==> src/rtl/rd_fill_pkg.sv <==
`default_nettype none

// Shared widths, word types and memory timing for the read-fill responder
package rd_fill_pkg;

	// Stream, header and memory words are all one width
	localparam int DATA_W = 32;

	// Buffer memory depth is 4K words
	localparam int ADDR_W = 12;

	// One data word on any of the three paths
	typedef logic [DATA_W-1:0] word_t;

	// Buffer memory address
	typedef logic [ADDR_W-1:0] addr_t;

	// Word count for one burst, low bits of the buffer-size header word
	typedef logic [ADDR_W-1:0] count_t;

	// Cycles from mem_addr to mem_rdata, no read enable on the memory
	localparam int MEM_LATENCY = 2;

	// Reads issued but not yet taken by the sequencer
	// matches the depth of the reader output buffer
	localparam int READ_CREDITS = 2;

endpackage

`default_nettype wire
==> src/rtl/fill_read_if.sv <==
`timescale 1ns/1ps
`default_nettype none

// One data burst between the packet sequencer and the memory reader
interface fill_read_if;

	// Burst request, start is a single-cycle pulse
	logic start;
	rd_fill_pkg::addr_t base_addr;
	rd_fill_pkg::count_t word_count;

	// Data words, same valid/ready rule as the external stream
	logic data_valid;
	rd_fill_pkg::word_t data;
	logic data_ready;

	// Burst status, checksum only valid while burst_done is high
	logic burst_done;
	rd_fill_pkg::word_t checksum;

	modport sequencer (
		output start, base_addr, word_count, data_ready,
		input data_valid, data, burst_done, checksum
	);

	modport reader (
		input start, base_addr, word_count, data_ready,
		output data_valid, data, burst_done, checksum
	);

endinterface

`default_nettype wire

==> src/rtl/rd_fill_top.sv <==
`timescale 1ns/1ps
`default_nettype none

// Read-fill responder, sequencer plus memory reader
module rd_fill_top (
	input wire clk,
	input wire rst,
	// Command dispatcher
	input wire run,
	input wire rd_fill_pkg::word_t csn,
	input wire rd_fill_pkg::word_t cmd_code,
	output wire busy,
	output wire done,
	// Transmit stream
	output wire tx_tvalid,
	output wire rd_fill_pkg::word_t tx_tdata,
	output wire tx_tlast,
	input wire tx_tready,
	// Header FIFO, first-word fall-through
	input wire rd_fill_pkg::word_t hdr_dout,
	input wire hdr_empty,
	output wire hdr_rd_en,
	// Buffer memory read port
	output wire rd_fill_pkg::addr_t mem_addr,
	input wire rd_fill_pkg::word_t mem_rdata
);

	// Burst handshake between the two blocks
	fill_read_if rd_if ();

	rd_fill_sequencer u_sequencer (
		.clk(clk),
		.rst(rst),
		.run(run),
		.csn(csn),
		.cmd_code(cmd_code),
		.tx_tready(tx_tready),
		.hdr_dout(hdr_dout),
		.hdr_empty(hdr_empty),
		.busy(busy),
		.done(done),
		.tx_tvalid(tx_tvalid),
		.tx_tdata(tx_tdata),
		.tx_tlast(tx_tlast),
		.hdr_rd_en(hdr_rd_en),
		.rd(rd_if)
	);

	// Memory reader owns the address bus
	fill_data_reader u_reader (
		.clk(clk),
		.rst(rst),
		.mem_rdata(mem_rdata),
		.mem_addr(mem_addr),
		.rd(rd_if)
	);

endmodule

`default_nettype wire

==> src/rtl/fill_data_reader.sv <==
`timescale 1ns/1ps
`default_nettype none

// Reads one burst from the buffer memory under a credit limit
module fill_data_reader (
	input wire clk,
	input wire rst,
	input wire rd_fill_pkg::word_t mem_rdata,
	output rd_fill_pkg::addr_t mem_addr,
	fill_read_if.reader rd
);

	rd_fill_pkg::addr_t addr_q;
	rd_fill_pkg::addr_t addr_cur;
	rd_fill_pkg::count_t remain_q;
	rd_fill_pkg::count_t remain_cur;
	logic [$clog2(rd_fill_pkg::READ_CREDITS+1)-1:0] credits_q;
	logic [$clog2(rd_fill_pkg::READ_CREDITS+1)-1:0] credits_cur;
	logic [$clog2(rd_fill_pkg::READ_CREDITS+1)-1:0] credits_d;
	logic [rd_fill_pkg::MEM_LATENCY-1:0] tag_q;
	rd_fill_pkg::word_t buf_mem [rd_fill_pkg::READ_CREDITS];
	logic [$clog2(rd_fill_pkg::READ_CREDITS)-1:0] wr_ptr_q;
	logic [$clog2(rd_fill_pkg::READ_CREDITS)-1:0] rd_ptr_q;
	logic [$clog2(rd_fill_pkg::READ_CREDITS+1)-1:0] fill_q;
	rd_fill_pkg::word_t head;
	rd_fill_pkg::word_t checksum_q;
	logic done_q;
	logic issue;
	logic push;
	logic accept;

	// Start cycle already issues from the new base, and drops any stale credits
	assign addr_cur = rd.start ? rd.base_addr : addr_q;
	assign remain_cur = rd.start ? rd.word_count : remain_q;
	assign credits_cur = rd.start ? '0 : credits_q;

	assign issue = (remain_cur != '0) && (credits_cur < rd_fill_pkg::READ_CREDITS);
	assign mem_addr = addr_cur;

	// Word returning from memory this cycle
	assign push = tag_q[rd_fill_pkg::MEM_LATENCY-1];
	assign accept = rd.data_valid && rd.data_ready;

	// Credit taken at issue, returned when the sequencer takes a word
	always_comb begin
		credits_d = credits_cur;
		if (issue && !accept) credits_d = credits_cur + 1'b1;
		else if (!issue && accept) credits_d = credits_cur - 1'b1;
	end

	// Address and remaining-word counters
	always_ff @(posedge clk) begin
		if (rst) begin
			addr_q <= '0;
			remain_q <= '0;
			credits_q <= '0;
		end else begin
			addr_q <= issue ? addr_cur + 1'b1 : addr_cur;
			remain_q <= issue ? remain_cur - 1'b1 : remain_cur;
			credits_q <= credits_d;
		end
	end

	// Read tags follow each issue through the memory pipeline
	always_ff @(posedge clk) begin
		if (rst) tag_q <= '0;
		else if (rd.start) tag_q <= {{(rd_fill_pkg::MEM_LATENCY-1){1'b0}}, issue};
		else tag_q <= {tag_q[rd_fill_pkg::MEM_LATENCY-2:0], issue};
	end

	// Output buffer pointers, depth is a power of two so they wrap on their own
	always_ff @(posedge clk) begin
		if (rst || rd.start) begin
			wr_ptr_q <= '0;
			rd_ptr_q <= '0;
			fill_q <= '0;
		end else begin
			if (push) wr_ptr_q <= wr_ptr_q + 1'b1;
			if (accept) rd_ptr_q <= rd_ptr_q + 1'b1;
			case ({push, accept})
				2'b10: fill_q <= fill_q + 1'b1;
				2'b01: fill_q <= fill_q - 1'b1;
				default: fill_q <= fill_q;
			endcase
		end
	end

	always_ff @(posedge clk) begin
		if (push) buf_mem[wr_ptr_q] <= mem_rdata;
	end

	assign head = buf_mem[rd_ptr_q];

	// Running XOR of accepted words
	always_ff @(posedge clk) begin
		if (rd.start) checksum_q <= '0;
		else if (accept) checksum_q <= checksum_q ^ head;
	end

	// Burst complete once nothing remains, is in flight or is buffered
	always_ff @(posedge clk) begin
		if (rst) done_q <= 1'b0;
		else if (rd.start) done_q <= (rd.word_count == '0);
		else if (remain_q == '0 && credits_d == '0) done_q <= 1'b1;
	end

	assign rd.data_valid = (fill_q != '0);
	assign rd.data = head;
	assign rd.burst_done = done_q;
	assign rd.checksum = checksum_q;

	// Credits bound the reads in flight plus the buffered words
	a_credit_max: assert property (@(posedge clk) disable iff (rst)
		credits_q <= rd_fill_pkg::READ_CREDITS);

	// burst_done only after the memory pipeline and buffer have drained
	a_done_drained: assert property (@(posedge clk) disable iff (rst)
		$rose(rd.burst_done) |-> (tag_q == '0) && (fill_q == '0));

endmodule

`default_nettype wire

==> src/rtl/rd_fill_sequencer.sv <==
`timescale 1ns/1ps
`default_nettype none

// Packet FSM for the read-fill response
module rd_fill_sequencer (
	input wire clk,
	input wire rst,
	input wire run,
	input wire rd_fill_pkg::word_t csn,
	input wire rd_fill_pkg::word_t cmd_code,
	input wire tx_tready,
	input wire rd_fill_pkg::word_t hdr_dout,
	input wire hdr_empty,
	output logic busy,
	output logic done,
	output logic tx_tvalid,
	output rd_fill_pkg::word_t tx_tdata,
	output logic tx_tlast,
	output logic hdr_rd_en,
	fill_read_if.sequencer rd
);

	// Packet phases
	enum logic [3:0] {
		S_IDLE, S_CHK_TRIG, S_GET_TRIG, S_CHK_SIZE,
		S_GET_SIZE, S_SEND_CSN, S_SEND_CMD, S_SEND_TRIG,
		S_SEND_SIZE, S_SEND_CHAN, S_SEND_POST, S_START,
		S_DATA, S_SEND_SUM, S_DONE, S_WAIT
	} state_q, state_d;

	logic error_q;
	rd_fill_pkg::word_t trig_q;
	rd_fill_pkg::word_t size_q;
	logic word_state;
	logic word_ok;
	logic word_last;
	rd_fill_pkg::word_t word_data;
	logic accepted;
	logic take;
	logic load;

	// Word leaves the output register on this edge
	assign accepted = tx_tvalid && tx_tready;

	always_comb begin
		state_d = state_q;
		case (state_q)
			S_IDLE: if (run) state_d = S_CHK_TRIG;
			// Empty FIFO at either check goes straight to the short error packet
			S_CHK_TRIG: state_d = hdr_empty ? S_SEND_CSN : S_GET_TRIG;
			S_GET_TRIG: state_d = S_CHK_SIZE;
			S_CHK_SIZE: state_d = hdr_empty ? S_SEND_CSN : S_GET_SIZE;
			S_GET_SIZE: state_d = S_SEND_CSN;
			S_SEND_CSN: if (accepted) state_d = S_SEND_CMD;
			S_SEND_CMD: if (accepted) state_d = error_q ? S_DONE : S_SEND_TRIG;
			S_SEND_TRIG: if (accepted) state_d = S_SEND_SIZE;
			S_SEND_SIZE: if (accepted) state_d = S_SEND_CHAN;
			S_SEND_CHAN: if (accepted) state_d = S_SEND_POST;
			S_SEND_POST: if (accepted) state_d = S_START;
			// Start address word must be at the FIFO head
			S_START: if (!hdr_empty) state_d = S_DATA;
			// Leave once the last data word has left the output register
			S_DATA: if (rd.burst_done && (!tx_tvalid || tx_tready)) state_d = S_SEND_SUM;
			S_SEND_SUM: if (accepted) state_d = S_DONE;
			S_DONE: state_d = S_WAIT;
			// Held here until the dispatcher drops run
			S_WAIT: state_d = S_WAIT;
			default: state_d = S_IDLE;
		endcase
		// Dropping run aborts from any phase
		if (!run) state_d = S_IDLE;
	end

	always_ff @(posedge clk) begin
		if (rst) state_q <= S_IDLE;
		else state_q <= state_d;
	end

	// Error flag, set on an empty FIFO at either check
	always_ff @(posedge clk) begin
		if (rst) begin
			error_q <= 1'b0;
		end else if (state_q == S_IDLE) begin
			error_q <= 1'b0;
		end else if ((state_q == S_CHK_TRIG || state_q == S_CHK_SIZE) && hdr_empty) begin
			error_q <= 1'b1;
		end
	end

	// Header capture, one cycle each
	always_ff @(posedge clk) begin
		if (state_q == S_GET_TRIG) trig_q <= hdr_dout;
		if (state_q == S_GET_SIZE) size_q <= hdr_dout;
	end

	// Response word mux for the non-data phases
	always_comb begin
		word_state = 1'b1;
		word_ok = 1'b1;
		word_last = 1'b0;
		word_data = csn;
		case (state_q)
			S_SEND_CSN: word_data = csn;
			S_SEND_CMD: begin
				// inverse code marks the error packet
				word_data = error_q ? ~cmd_code : cmd_code;
				word_last = error_q;
			end
			S_SEND_TRIG: word_data = trig_q;
			S_SEND_SIZE: word_data = size_q;
			// Channel and post-trigger words come straight off the FIFO head
			S_SEND_CHAN, S_SEND_POST: begin
				word_data = hdr_dout;
				word_ok = !hdr_empty;
			end
			S_SEND_SUM: begin
				word_data = rd.checksum;
				word_last = 1'b1;
			end
			default: word_state = 1'b0;
		endcase
	end

	// Reader is stalled whenever the output register cannot take a word
	assign rd.data_ready = (state_q == S_DATA) && (!tx_tvalid || tx_tready);
	assign take = rd.data_valid && rd.data_ready;

	// Header words load into an empty register, data words at full rate
	assign load = take || (word_state && word_ok && !tx_tvalid);

	// Stream output register
	always_ff @(posedge clk) begin
		if (rst) begin
			tx_tvalid <= 1'b0;
			tx_tlast <= 1'b0;
		end else if (!run) begin
			tx_tvalid <= 1'b0;
			tx_tlast <= 1'b0;
		end else begin
			if (tx_tready) begin
				tx_tvalid <= 1'b0;
				tx_tlast <= 1'b0;
			end
			if (load) begin
				tx_tvalid <= 1'b1;
				tx_tlast <= take ? 1'b0 : word_last;
			end
		end
	end

	always_ff @(posedge clk) begin
		if (load) tx_tdata <= take ? rd.data : word_data;
	end

	// Burst request, start address taken from the FIFO head
	assign rd.start = (state_q == S_START) && !hdr_empty;
	assign rd.base_addr = hdr_dout[rd_fill_pkg::ADDR_W-1:0];
	assign rd.word_count = size_q[rd_fill_pkg::ADDR_W-1:0];

	// Pops: two captures, two accepted header words, one start address
	assign hdr_rd_en = (state_q == S_GET_TRIG) || (state_q == S_GET_SIZE) ||
		((state_q == S_SEND_CHAN || state_q == S_SEND_POST) && accepted) ||
		rd.start;

	assign busy = (state_q != S_IDLE);
	assign done = (state_q == S_DONE);

	// A presented word holds until taken, unless the packet is aborted
	a_tx_hold: assert property (@(posedge clk) disable iff (rst || !run)
		tx_tvalid && !tx_tready |=> tx_tvalid && $stable(tx_tdata) && $stable(tx_tlast));

	// Never pop an empty header FIFO
	a_pop_nonempty: assert property (@(posedge clk) disable iff (rst)
		!(hdr_rd_en && hdr_empty));

endmodule

`default_nettype wire

==> config.mk <==
export PLATFORM = sky130hd
export DESIGN_NAME = rd_fill_top
export DESIGN_NICKNAME = d
export VERILOG_FILES = /design/src/rtl/rd_fill_pkg.sv /design/src/rtl/fill_read_if.sv /design/src/rtl/rd_fill_top.sv /design/src/rtl/fill_data_reader.sv /design/src/rtl/rd_fill_sequencer.sv
export SDC_FILE = /design/constraint.sdc
export NUM_CORES = 1
export LEC_CHECK = 0
export BUFFER_PORTS_ARGS = -buffer_cell sky130_fd_sc_hd__buf_2
export CORE_ASPECT_RATIO = 1.75
export CORE_MARGIN = 4
export CORE_UTILIZATION = 57
export CTS_CLUSTER_DIAMETER = 100
export DETAILED_ROUTE_END_ITERATION = 10
export GPL_ROUTABILITY_DRIVEN = 0
export GPL_TIMING_DRIVEN = 0
export PLACE_DENSITY = 0.8
export SLEW_MARGIN = 15
export SYNTH_ARGS = -nofsm -noshare
export SYNTH_HDL_FRONTEND = slang
export SYNTH_HIERARCHICAL = 1
export SYNTH_SLANG_ARGS = --single-unit
==> constraint.sdc <==
create_clock -name clk -period 4.3 [get_ports clk]
set_input_delay 0.43 -clock clk [delete_from_list [all_inputs] [get_ports clk]]
set_output_delay 0.43 -clock clk [all_outputs]
set_load 0.05 [all_outputs]
==> results.toml, run 1 <==
[setup_path]
worstPathMaxFanout = 10
crit_path_start = "u_sequencer/state_q[0]"
setup.worst_path.class = "reg -> reg"
r2r_start = "u_sequencer/state_q[0]"
worst_r2r_path_depth = 12
worstPathArrival_ns = 4.26
r2r-end = "u_reader/addr_q[4]"
endpoint_kind = "register"
crit_required_ns = 4.73
r2r_slack_ns = 0.47
startpoint_type = "register"

[cells_and_area]
finalNetCount = 1343
multiInputGateArea_um2 = 4720
area_growth_syn_to_layout_pct = 18.0
drive_above_1_share = 0.327
seq_area_um2 = 6270
instances_no_fill = 1474
fin_util = 0.691
fillers = 1491

[timing]
period_needed_ns = 3.83
final-hold-violation-count = 0
layout_setup_ws_ns = 0.471
fmax_ghz = 0.261
final.setup_skew_ns = 0.0178
final-setup-viol-count = 0
tns_ns = 0
rsz0062_at_grt = "false"
drv_slew = 0
timing.final.crit_share = 0.891
worst_slew_pin_slew_ns = 0.846
slew_headroom = 0.432

[yosys]
yosysWarnings = 6
synth_top_area_frac = 0.412
netlist_area_um2 = 11600
synthesis.nets = 1132
yosys.area.top_type = "edfxtp_1"
synthDistinctLibCells = 76
synth_seq_cells = 233
synth_area_leaders = "edfxtp_1 (41%), dfxtp_1 (13%), xor2_1 (4.9%), o211ai_1 (4.2%), mux2_2 (3.9%)"
synth_edf_count = 160
syn_avg_cell_area_um2 = 11.7
synthArstFlopShare = 0
yosysSeqAreaShare = 0.538
syn-instance-count = 996
synth_ff_type = "edfxtp_1"

[global_routing]
grt_start_max_net_pins = 34
groute.usage.overall = 0.286
gr-total-overflow = 0
grt_pass1_vias = 9687
antenna_found_initial = 6
grt_pass1_wl_mm = 50.9

[status]
run_status = "completed"

[clocking]
cts.sinks = 233
clk_pin_slew_ns = 0.07
cts-root-buf = "clkbuf_16"
cts_hold_buf = 0
ctsResizeCount = 0
clk_latency_ns = 0.51
clock_path_buffers = 3
cts_setup_buffers = 0
cts_buffers = 22
htree_num_levels = 1
cts_tree = "done"

[floorplan]
die_y_um = 197
fp.coreArea_um2 = 19900
io_pins = 182
initial_core_util = 0.585
die_x_um = 116
die_area_um2 = 22900
num_rows = 68

[power]
seqPwrFrac = 0.446
leakage_nw = 5.32
combPwrFrac = 0.215
p_sw_frac = 0.290
peakVddDrop_mv = 0.424
clkPwrFrac = 0.339
p_switching_mw = 1.72
power_per_cell_area_nw_per_um2 = 432
p_int_mw = 4.22
p_total_mw = 5.94

[min_path]
hold_path.class = "in -> reg"
holdPathStages = 1
holdPathEnd = "u_reader/buf_mem[0][29]"
hold_start = "mem_rdata[29]"

[routing]
drc = 0
antenna_left = 0
firstDrtPassIters = 7
wl_per_cell_um = 22.6
first_iter_violations = 1045
drt_wl_total_mm = 33.4
vias = 9456
avgViaCountPerCell = 6.42

[placed_design]
place_inst = 1428
port_buffers = 181
dp_hpwl_mm = 24.6
pre_cts_ws_ns = 0.620

[flow_run]
max_cap_viol_count = 0
-- registers in the layout (all words and copies together), names as in the netlist, 4 cells and up, named ones only --
name,cells
u_reader/buf_mem,64
u_reader/rd.checksum,32
u_sequencer/size_q,32
u_sequencer/trig_q,32
u_sequencer/tx_tdata,32
u_reader/addr_q,12
u_reader/remain_q,12
u_sequencer/state_q,4
-- worst max path at each step --
stage | end | depth (start not counted)
floorplan | u_sequencer/trig_q[0] | 5
global placement | u_sequencer/trig_q[9] | 5
detailed placement | u_reader/addr_q[4] | 12
CTS | mem_addr[5] | 9
global route | u_reader/addr_q[9] | 12
finish | u_reader/addr_q[4] | 12
-- metal layers --
layer / wire length (um) / GRT usage / vias to the layer above
met2: 17600 / 0.519 / 545
met3: 2610 / 0.0297 / 137
met5: 0 / 0 / -
li1: - / - / 4211
met4: 1840 / 0.151 / 0
met1: 11300 / 0.326 / 4563
-- through the flow --
stage	area, um2	hold slack [ns]
global route	13700	0.0990
CTS	13700	0.0962
global placement	12900	0.409
floorplan	11600	0.406
detailed placement	13000	0.420
finish	13700	0.106
-- cells in the mapped netlist (9+ instances only) --
cell / number
edfxtp_1: 160
nand2_1: 82
dfxtp_1: 73
o211ai_1: 65
xor2_1: 65
nor2_1: 53
a21oi_1: 52
mux2_2: 40
buf_2: 34
a211o_1: 32
o2111ai_1: 31
buf_4: 30
o221a_2: 30
nor3_1: 27
clkbuf_1: 22
mux2i_1: 18
o21ai_0: 17
buf_6: 10
inv_1: 10
nand3_1: 9
nor4_1: 9
xnor2_1: 9
-- layout by cell type (no fill, tap or decap), types with 7 or more instances in the layout --
master / Yosys / layout
buf_2: 34 / 215
edfxtp_1: 160 / 160
nand2_1: 82 / 82
dfxtp_1: 73 / 73
xor2_1: 65 / 65
o211ai_1: 65 / 65
nor2_1: 53 / 52
a21oi_1: 52 / 52
mux2_2: 40 / 40
buf_4: 30 / 33
a211o_1: 32 / 32
o2111ai_1: 31 / 31
o221a_2: 30 / 30
nor3_1: 27 / 26
clkbuf_1: 22 / 25
clkbuf_16: 0 / 23
mux2i_1: 18 / 18
o21ai_0: 17 / 17
buf_6: 10 / 10
inv_1: 10 / 10
xnor2_1: 9 / 9
nor4_1: 9 / 9
nand3_1: 9 / 8
or3_1: 8 / 8
nand2b_1: 8 / 8
buf_1: 7 / 7
-- cells by family after synthesis --
logic type | share of synthesized area
compound gates | 0.183
xor+xnor | 0.0556
fa+ha+maj | 0.00408
buf+inv | 0.0589
flops | 0.538
mux | 0.0565
simple gates | 0.104
-- cell type report --
class / instances / share of cell area
inverter: 13 / 0.00355
buffer: 104 / 0.0463
timing repair buffer: 187 / 0.0735
antenna: 6 / 0.00109
clock buffer: 26 / 0.0427
sequential: 233 / 0.456
clock inverter: 14 / 0.0117
tap: 245 / 0.0223
multi-input combinational: 646 / 0.343
-- power by group through the flow --
stage | clock, mW | combinational, mW | sequential, mW
after floorplan | 0 | 0.869 | 2.68
after global placement | 0 | 1.18 | 2.70
after detailed placement | 0 | 1.23 | 2.70
after CTS | 2.03 | 1.25 | 2.65
after global routing | 2.13 | 1.37 | 2.66
final | 2.01 | 1.28 | 2.65
-- worst max-delay path, cell delays in order (launching register included) --
cell and delay [ns]:
dfxtp_1 0.34, buf_4 0.18, buf_6 0.16, nand2_1 0.10, nor3_1 0.66, buf_6 0.26
buf_12 0.16, mux2i_1 0.28, ha_1 0.27, o21ai_1 0.29, nor3_2 0.67, o21ai_0 0.20
a21oi_1 0.16
Power figures use the tool's default switching activity.
==> run 2: changes to the inputs <==
- CORE_UTILIZATION: 57 -> 59
- PLACE_DENSITY: 0.8 -> 0.83
- SKIP_LAST_GASP: default -> 1
- clock period: 4.3 -> 4.88 ns (I/O delays scaled with it)
==> results.toml, run 2 (synthesis results as in run 1) <==
[floorplan]
initial_core_util = 0.604
num_rows = 67
die_x_um = 114
die_y_um = 194
die_area_um2 = 22100
io_pins = 182
fp.coreArea_um2 = 19300

[clocking]
cts_tree = "done"
cts.sinks = 233
clock_path_buffers = 3
cts_buffers = 21
htree_num_levels = 1
clk_pin_slew_ns = 0.06
ctsResizeCount = 0
clk_latency_ns = 0.51
cts-root-buf = "clkbuf_16"
cts_setup_buffers = 0
cts_hold_buf = 0

[power]
leakage_nw = 5.30
peakVddDrop_mv = 0.415
power_per_cell_area_nw_per_um2 = 375

[setup_path]
crit_path_start = "u_sequencer/state_q[0]"
cp.depth = 9
worstPathArrival_ns = 3.20
crit_path_cell_trace = "buf_4 > buf_6 > nand2_1 > nor3_1 > buf_6 > buf_4 > buf_2 > mux2_2 > buf_2"
crit_path_top_delay_cell = "nor3_1"
startpoint_type = "register"
crit_required_ns = 4.39
worst_r2r_path_depth = 12
critPathTopFamily = "buffers and inverters"
max_stage_delay_ns = 0.53
setup.worst_path.class = "reg -> out"
endpoint_kind = "primary output"
worstPathMaxFanout = 10
r2r_start = "u_sequencer/state_q[0]"
path_buf_inv = 6

[routing]
avgViaCountPerCell = 6.43
first_iter_violations = 962
firstDrtPassIters = 9
wl_per_cell_um = 22.9
drc = 0
vias = 9420
drt_wl_total_mm = 33.5
antenna_left = 0

[timing]
slew_headroom = 0.425
fmax_ghz = 0.271
final.setup_skew_ns = 0.0118
period_needed_ns = 3.69
rsz0062_at_grt = "false"
timing.final.crit_share = 0.757
final-setup-viol-count = 0
tns_ns = 0
drv_slew = 0
final-hold-violation-count = 0
worst_slew_pin_slew_ns = 0.863

[cells_and_area]
final_cell_mix = "buf_2 (215), edfxtp_1 (160), nand2_1 (82)"
final_common_cell = "buf_2"
instances_no_fill = 1466
drive_above_1_share = 0.323
largest_reg_flops = 64
finalNetCount = 1342
area_growth_syn_to_layout_pct = 17.5
largest-register = "u_reader/buf_mem"
fillers = 1336

[min_path]
holdPathStages = 1
hold_start = "mem_rdata[3]"
hold_path.class = "in -> reg"

[flow_run]
max_cap_viol_count = 0

[global_routing]
grt_pass1_wl_mm = 50.9
grt_pass1_vias = 9558
groute.usage.overall = 0.292
antenna_found_initial = 5
grt_start_max_net_pins = 34
gr-total-overflow = 0

[placed_design]
place_inst = 1424
dp_hpwl_mm = 24.5
port_buffers = 181

[status]
run_status = "completed"
==> run 2: power breakdown <==
part	leakage [nW]	switching [mW]	total, mW	internal [mW]
Sequential	2.04	0.0719	2.34	2.27
Combinational	2.92	0.688	1.11	0.421
Clock	0.338	0.703	1.69	0.986
==> run 2: area by class of cell <==
| class | count | area [um2] | share of cell area |
|---|---|---|---|
| Clock inverter | 7 | 113 | 0.00823 |
| Antenna cell | 5 | 12.5 | 0.000914 |
| Buffer | 104 | 637 | 0.0465 |
| Tap cell | 241 | 302 | 0.0220 |
| Clock buffer | 30 | 579 | 0.0423 |
| Sequential cell | 233 | 6270 | 0.458 |
| Timing Repair Buffer | 187 | 1010 | 0.0739 |
| Inverter | 13 | 48.8 | 0.00357 |
| Multi-Input combinational cell | 646 | 4720 | 0.345 |
==> run 2: worst paths after layout <==
check | endpoint | slack [ns]
worst max-delay path | mem_addr[5] | 1.19
worst min register to register | u_reader/tag_q[1] | 0.43
worst min-delay path | u_reader/buf_mem[0][3] | 0.17
worst max register to register | u_reader/addr_q[4] | 1.22
==> run 2: metrics by stage <==
stage / hold slack (ns) / utilization / area [um2] / setup slack, ns / power [mW]
after global placement: 0.409 / 0.667 / 12900 / -0.104 / 3.42
final: 0.174 / 0.710 / 13700 / 1.19 / 5.14
after floorplan: 0.406 / - / 11600 / 1.31 / 3.13
after CTS: 0.160 / 0.709 / 13700 / 1.18 / 5.13
after detailed placement: 0.416 / 0.673 / 13000 / 1.28 / 3.46
after global routing: 0.158 / 0.710 / 13700 / 0.907 / 5.33
==> run 2: per-layer routing <==
metal  share of wire  track usage  wire (um)  vias to the layer above
li1                -            -          -                     4199
met1            0.34        0.330      11300                     4479
met2            0.52        0.525      17400                      596
met3           0.083       0.0334       2790                      146
met4           0.062        0.160       2080                        0
met5               0            0          0                        -
==> run 2: worst reg2reg max path: cells and delay by family, from the launching register on <==
family          cells  cell delay, ns
flops               1            0.31
simple gates        3            1.30
buf+inv             4            0.75
fa+ha+maj           1            0.27
mux                 1            0.30
compound gates      3            0.66
==> run 3: changes to the inputs <==
- CORE_UTILIZATION: 59 -> 57
- PLACE_DENSITY: 0.83 -> 0.8
- clock period: 4.88 -> 3.6 ns (I/O delays scaled with it)
==> results.toml, run 3 (synthesis results as in run 1) <==
[setup_path]
endpoint_kind = "primary output"
crit_required_ns = 3.24
startpoint_type = "register"
worst_r2r_path_depth = 13
r2r_slack_ns = 0.28
setup.worst_path.class = "reg -> out"
r2r-end = "u_reader/remain_q[3]"
r2r_start = "u_sequencer/state_q[0]"
worstPathMaxFanout = 10
worstPathArrival_ns = 2.97

[global_routing]
grt_pass1_wl_mm = 50.9
gr-total-overflow = 0
antenna_found_initial = 6
grt_pass1_vias = 9693
grt_start_max_net_pins = 34
groute.usage.overall = 0.286

[flow_run]
max_cap_viol_count = 0

[timing]
timing.final.crit_share = 0.926
whs_ns = 0.0383
rsz0062_at_grt = "false"
slew_headroom = 0.457
final.setup_skew_ns = 0.0176
final-hold-violation-count = 0
drv_slew = 0
worst_slew_pin_slew_ns = 0.815
final-setup-viol-count = 0
fmax_ghz = 0.300
period_needed_ns = 3.33

[power]
power_per_cell_area_nw_per_um2 = 515
p_total_mw = 7.10
leakage_nw = 5.33
peakVddDrop_mv = 0.503
p_int_mw = 5.04
combPwrFrac = 0.217
seqPwrFrac = 0.446
p_switching_mw = 2.06
clkPwrFrac = 0.337
p_sw_frac = 0.290

[routing]
drt_wl_total_mm = 33.3
vias = 9436
avgViaCountPerCell = 6.40
wl_per_cell_um = 22.6
antenna_left = 0
first_iter_violations = 997
firstDrtPassIters = 5
drc = 0

[clocking]
cts_tree = "done"
cts.sinks = 233
htree_num_levels = 1
clock_path_buffers = 3
clk_latency_ns = 0.51
cts_setup_buffers = 0
cts-root-buf = "clkbuf_16"
cts_hold_buf = 0
clk_pin_slew_ns = 0.07
cts_buffers = 22
ctsResizeCount = 1

[cells_and_area]
multiInputGateArea_um2 = 4740
seq_area_um2 = 6270
finalNetCount = 1343
stdcell_area_um2 = 13800
fillers = 1484
final_common_cell = "buf_2"
final_cell_mix = "buf_2 (215), edfxtp_1 (160), nand2_1 (82)"
largest_reg_flops = 64
largest-register = "u_reader/buf_mem"
drive_above_1_share = 0.329
area_growth_syn_to_layout_pct = 18.2

[floorplan]
fp.coreArea_um2 = 19900
io_pins = 182
die_y_um = 197
initial_core_util = 0.585
num_rows = 68
die_area_um2 = 22900
die_x_um = 116

[min_path]
hold_path.class = "in -> reg"
holdPathStages = 1
holdPathEnd = "u_reader/buf_mem[0][29]"
hold_start = "mem_rdata[29]"

[placed_design]
place_area_um2 = 13000
dp_hpwl_mm = 24.6
port_buffers = 181

[status]
run_status = "completed"
-- run 3: cell types whose count changed in the layout (fill, tap and decap cells not counted), moves of 2 or more --
cell	delta
clkbuf_1	-4
clkinv_2	+3
clkinvlp_4	+3
clkbuf_16	+2
clkbuf_8	-2
-- run 3: how the worst max path moves through the flow --
stage                           start  cells after the start                    end  slack [ns]
6_report       u_sequencer/state_q[0]                      9            mem_addr[5]        0.27
5_1_grt        u_sequencer/state_q[0]                     13     u_reader/addr_q[1]        0.05
4_1_cts        u_sequencer/state_q[0]                     12     u_reader/addr_q[4]        0.14
3_5_place_dp   u_sequencer/state_q[0]                     12     u_reader/addr_q[4]       -0.08
3_3_place_gp   u_sequencer/state_q[3]                      5  u_sequencer/trig_q[9]       -1.42
2_1_floorplan  u_sequencer/state_q[3]                      5  u_sequencer/trig_q[0]        0.03
-- run 3: power by group through the flow --
| stage | combinational, mW | sequential (mW) | clock, mW |
|---|---|---|---|
| 3_5_place_dp | 1.47 | 3.22 | 0 |
| 4_1_cts | 1.49 | 3.16 | 2.42 |
| 5_1_grt | 1.65 | 3.18 | 2.54 |
| 6_report | 1.54 | 3.16 | 2.39 |
| 3_3_place_gp | 1.41 | 3.22 | 0 |
| 2_1_floorplan | 1.04 | 3.20 | 0 |
-- run 3: through the flow --
stage | utilization | setup WS [ns] | TNS [ns] | instances
2_1_floorplan | - | 0.0266 | 0 | 996
3_3_place_gp | 0.646 | -1.42 | -45.22 | 1422
3_5_place_dp | 0.652 | -0.0801 | -0.965 | 1428
4_1_cts | 0.690 | 0.142 | 0 | 1468
5_1_grt | 0.692 | 0.0538 | 0 | 1474
6_report | 0.692 | 0.265 | 0 | 1474
-- run 3: worst max-delay path, cell delays in order, from the launching register on --
cell	delay, ns
dfxtp_1	0.34
buf_4	0.18
buf_6	0.17
nand2_1	0.13
nor3_4	0.29
buf_6	0.21
buf_4	0.22
buf_2	0.31
mux2_2	0.39
buf_2	0.21
-- run 3: metal layers --
| layer | up-vias | global-route usage | wire length [um] |
|---|---|---|---|
| met5 | - | 0 | 0 |
| met4 | 0 | 0.150 | 1880 |
| met3 | 138 | 0.0297 | 2730 |
| met2 | 541 | 0.520 | 17600 |
| met1 | 4547 | 0.325 | 11100 |
| li1 | 4210 | - | - |
-- run 3: cell type report --
type / count / area share
inverters: 13 / 0.00354
clock buffers: 26 / 0.0426
well taps: 245 / 0.0223
clock inverters: 14 / 0.0117
repair buffers: 187 / 0.0734
multi-input cells: 646 / 0.344
diodes: 6 / 0.00109
flip-flops and latches: 233 / 0.455
plain buffers: 104 / 0.0462
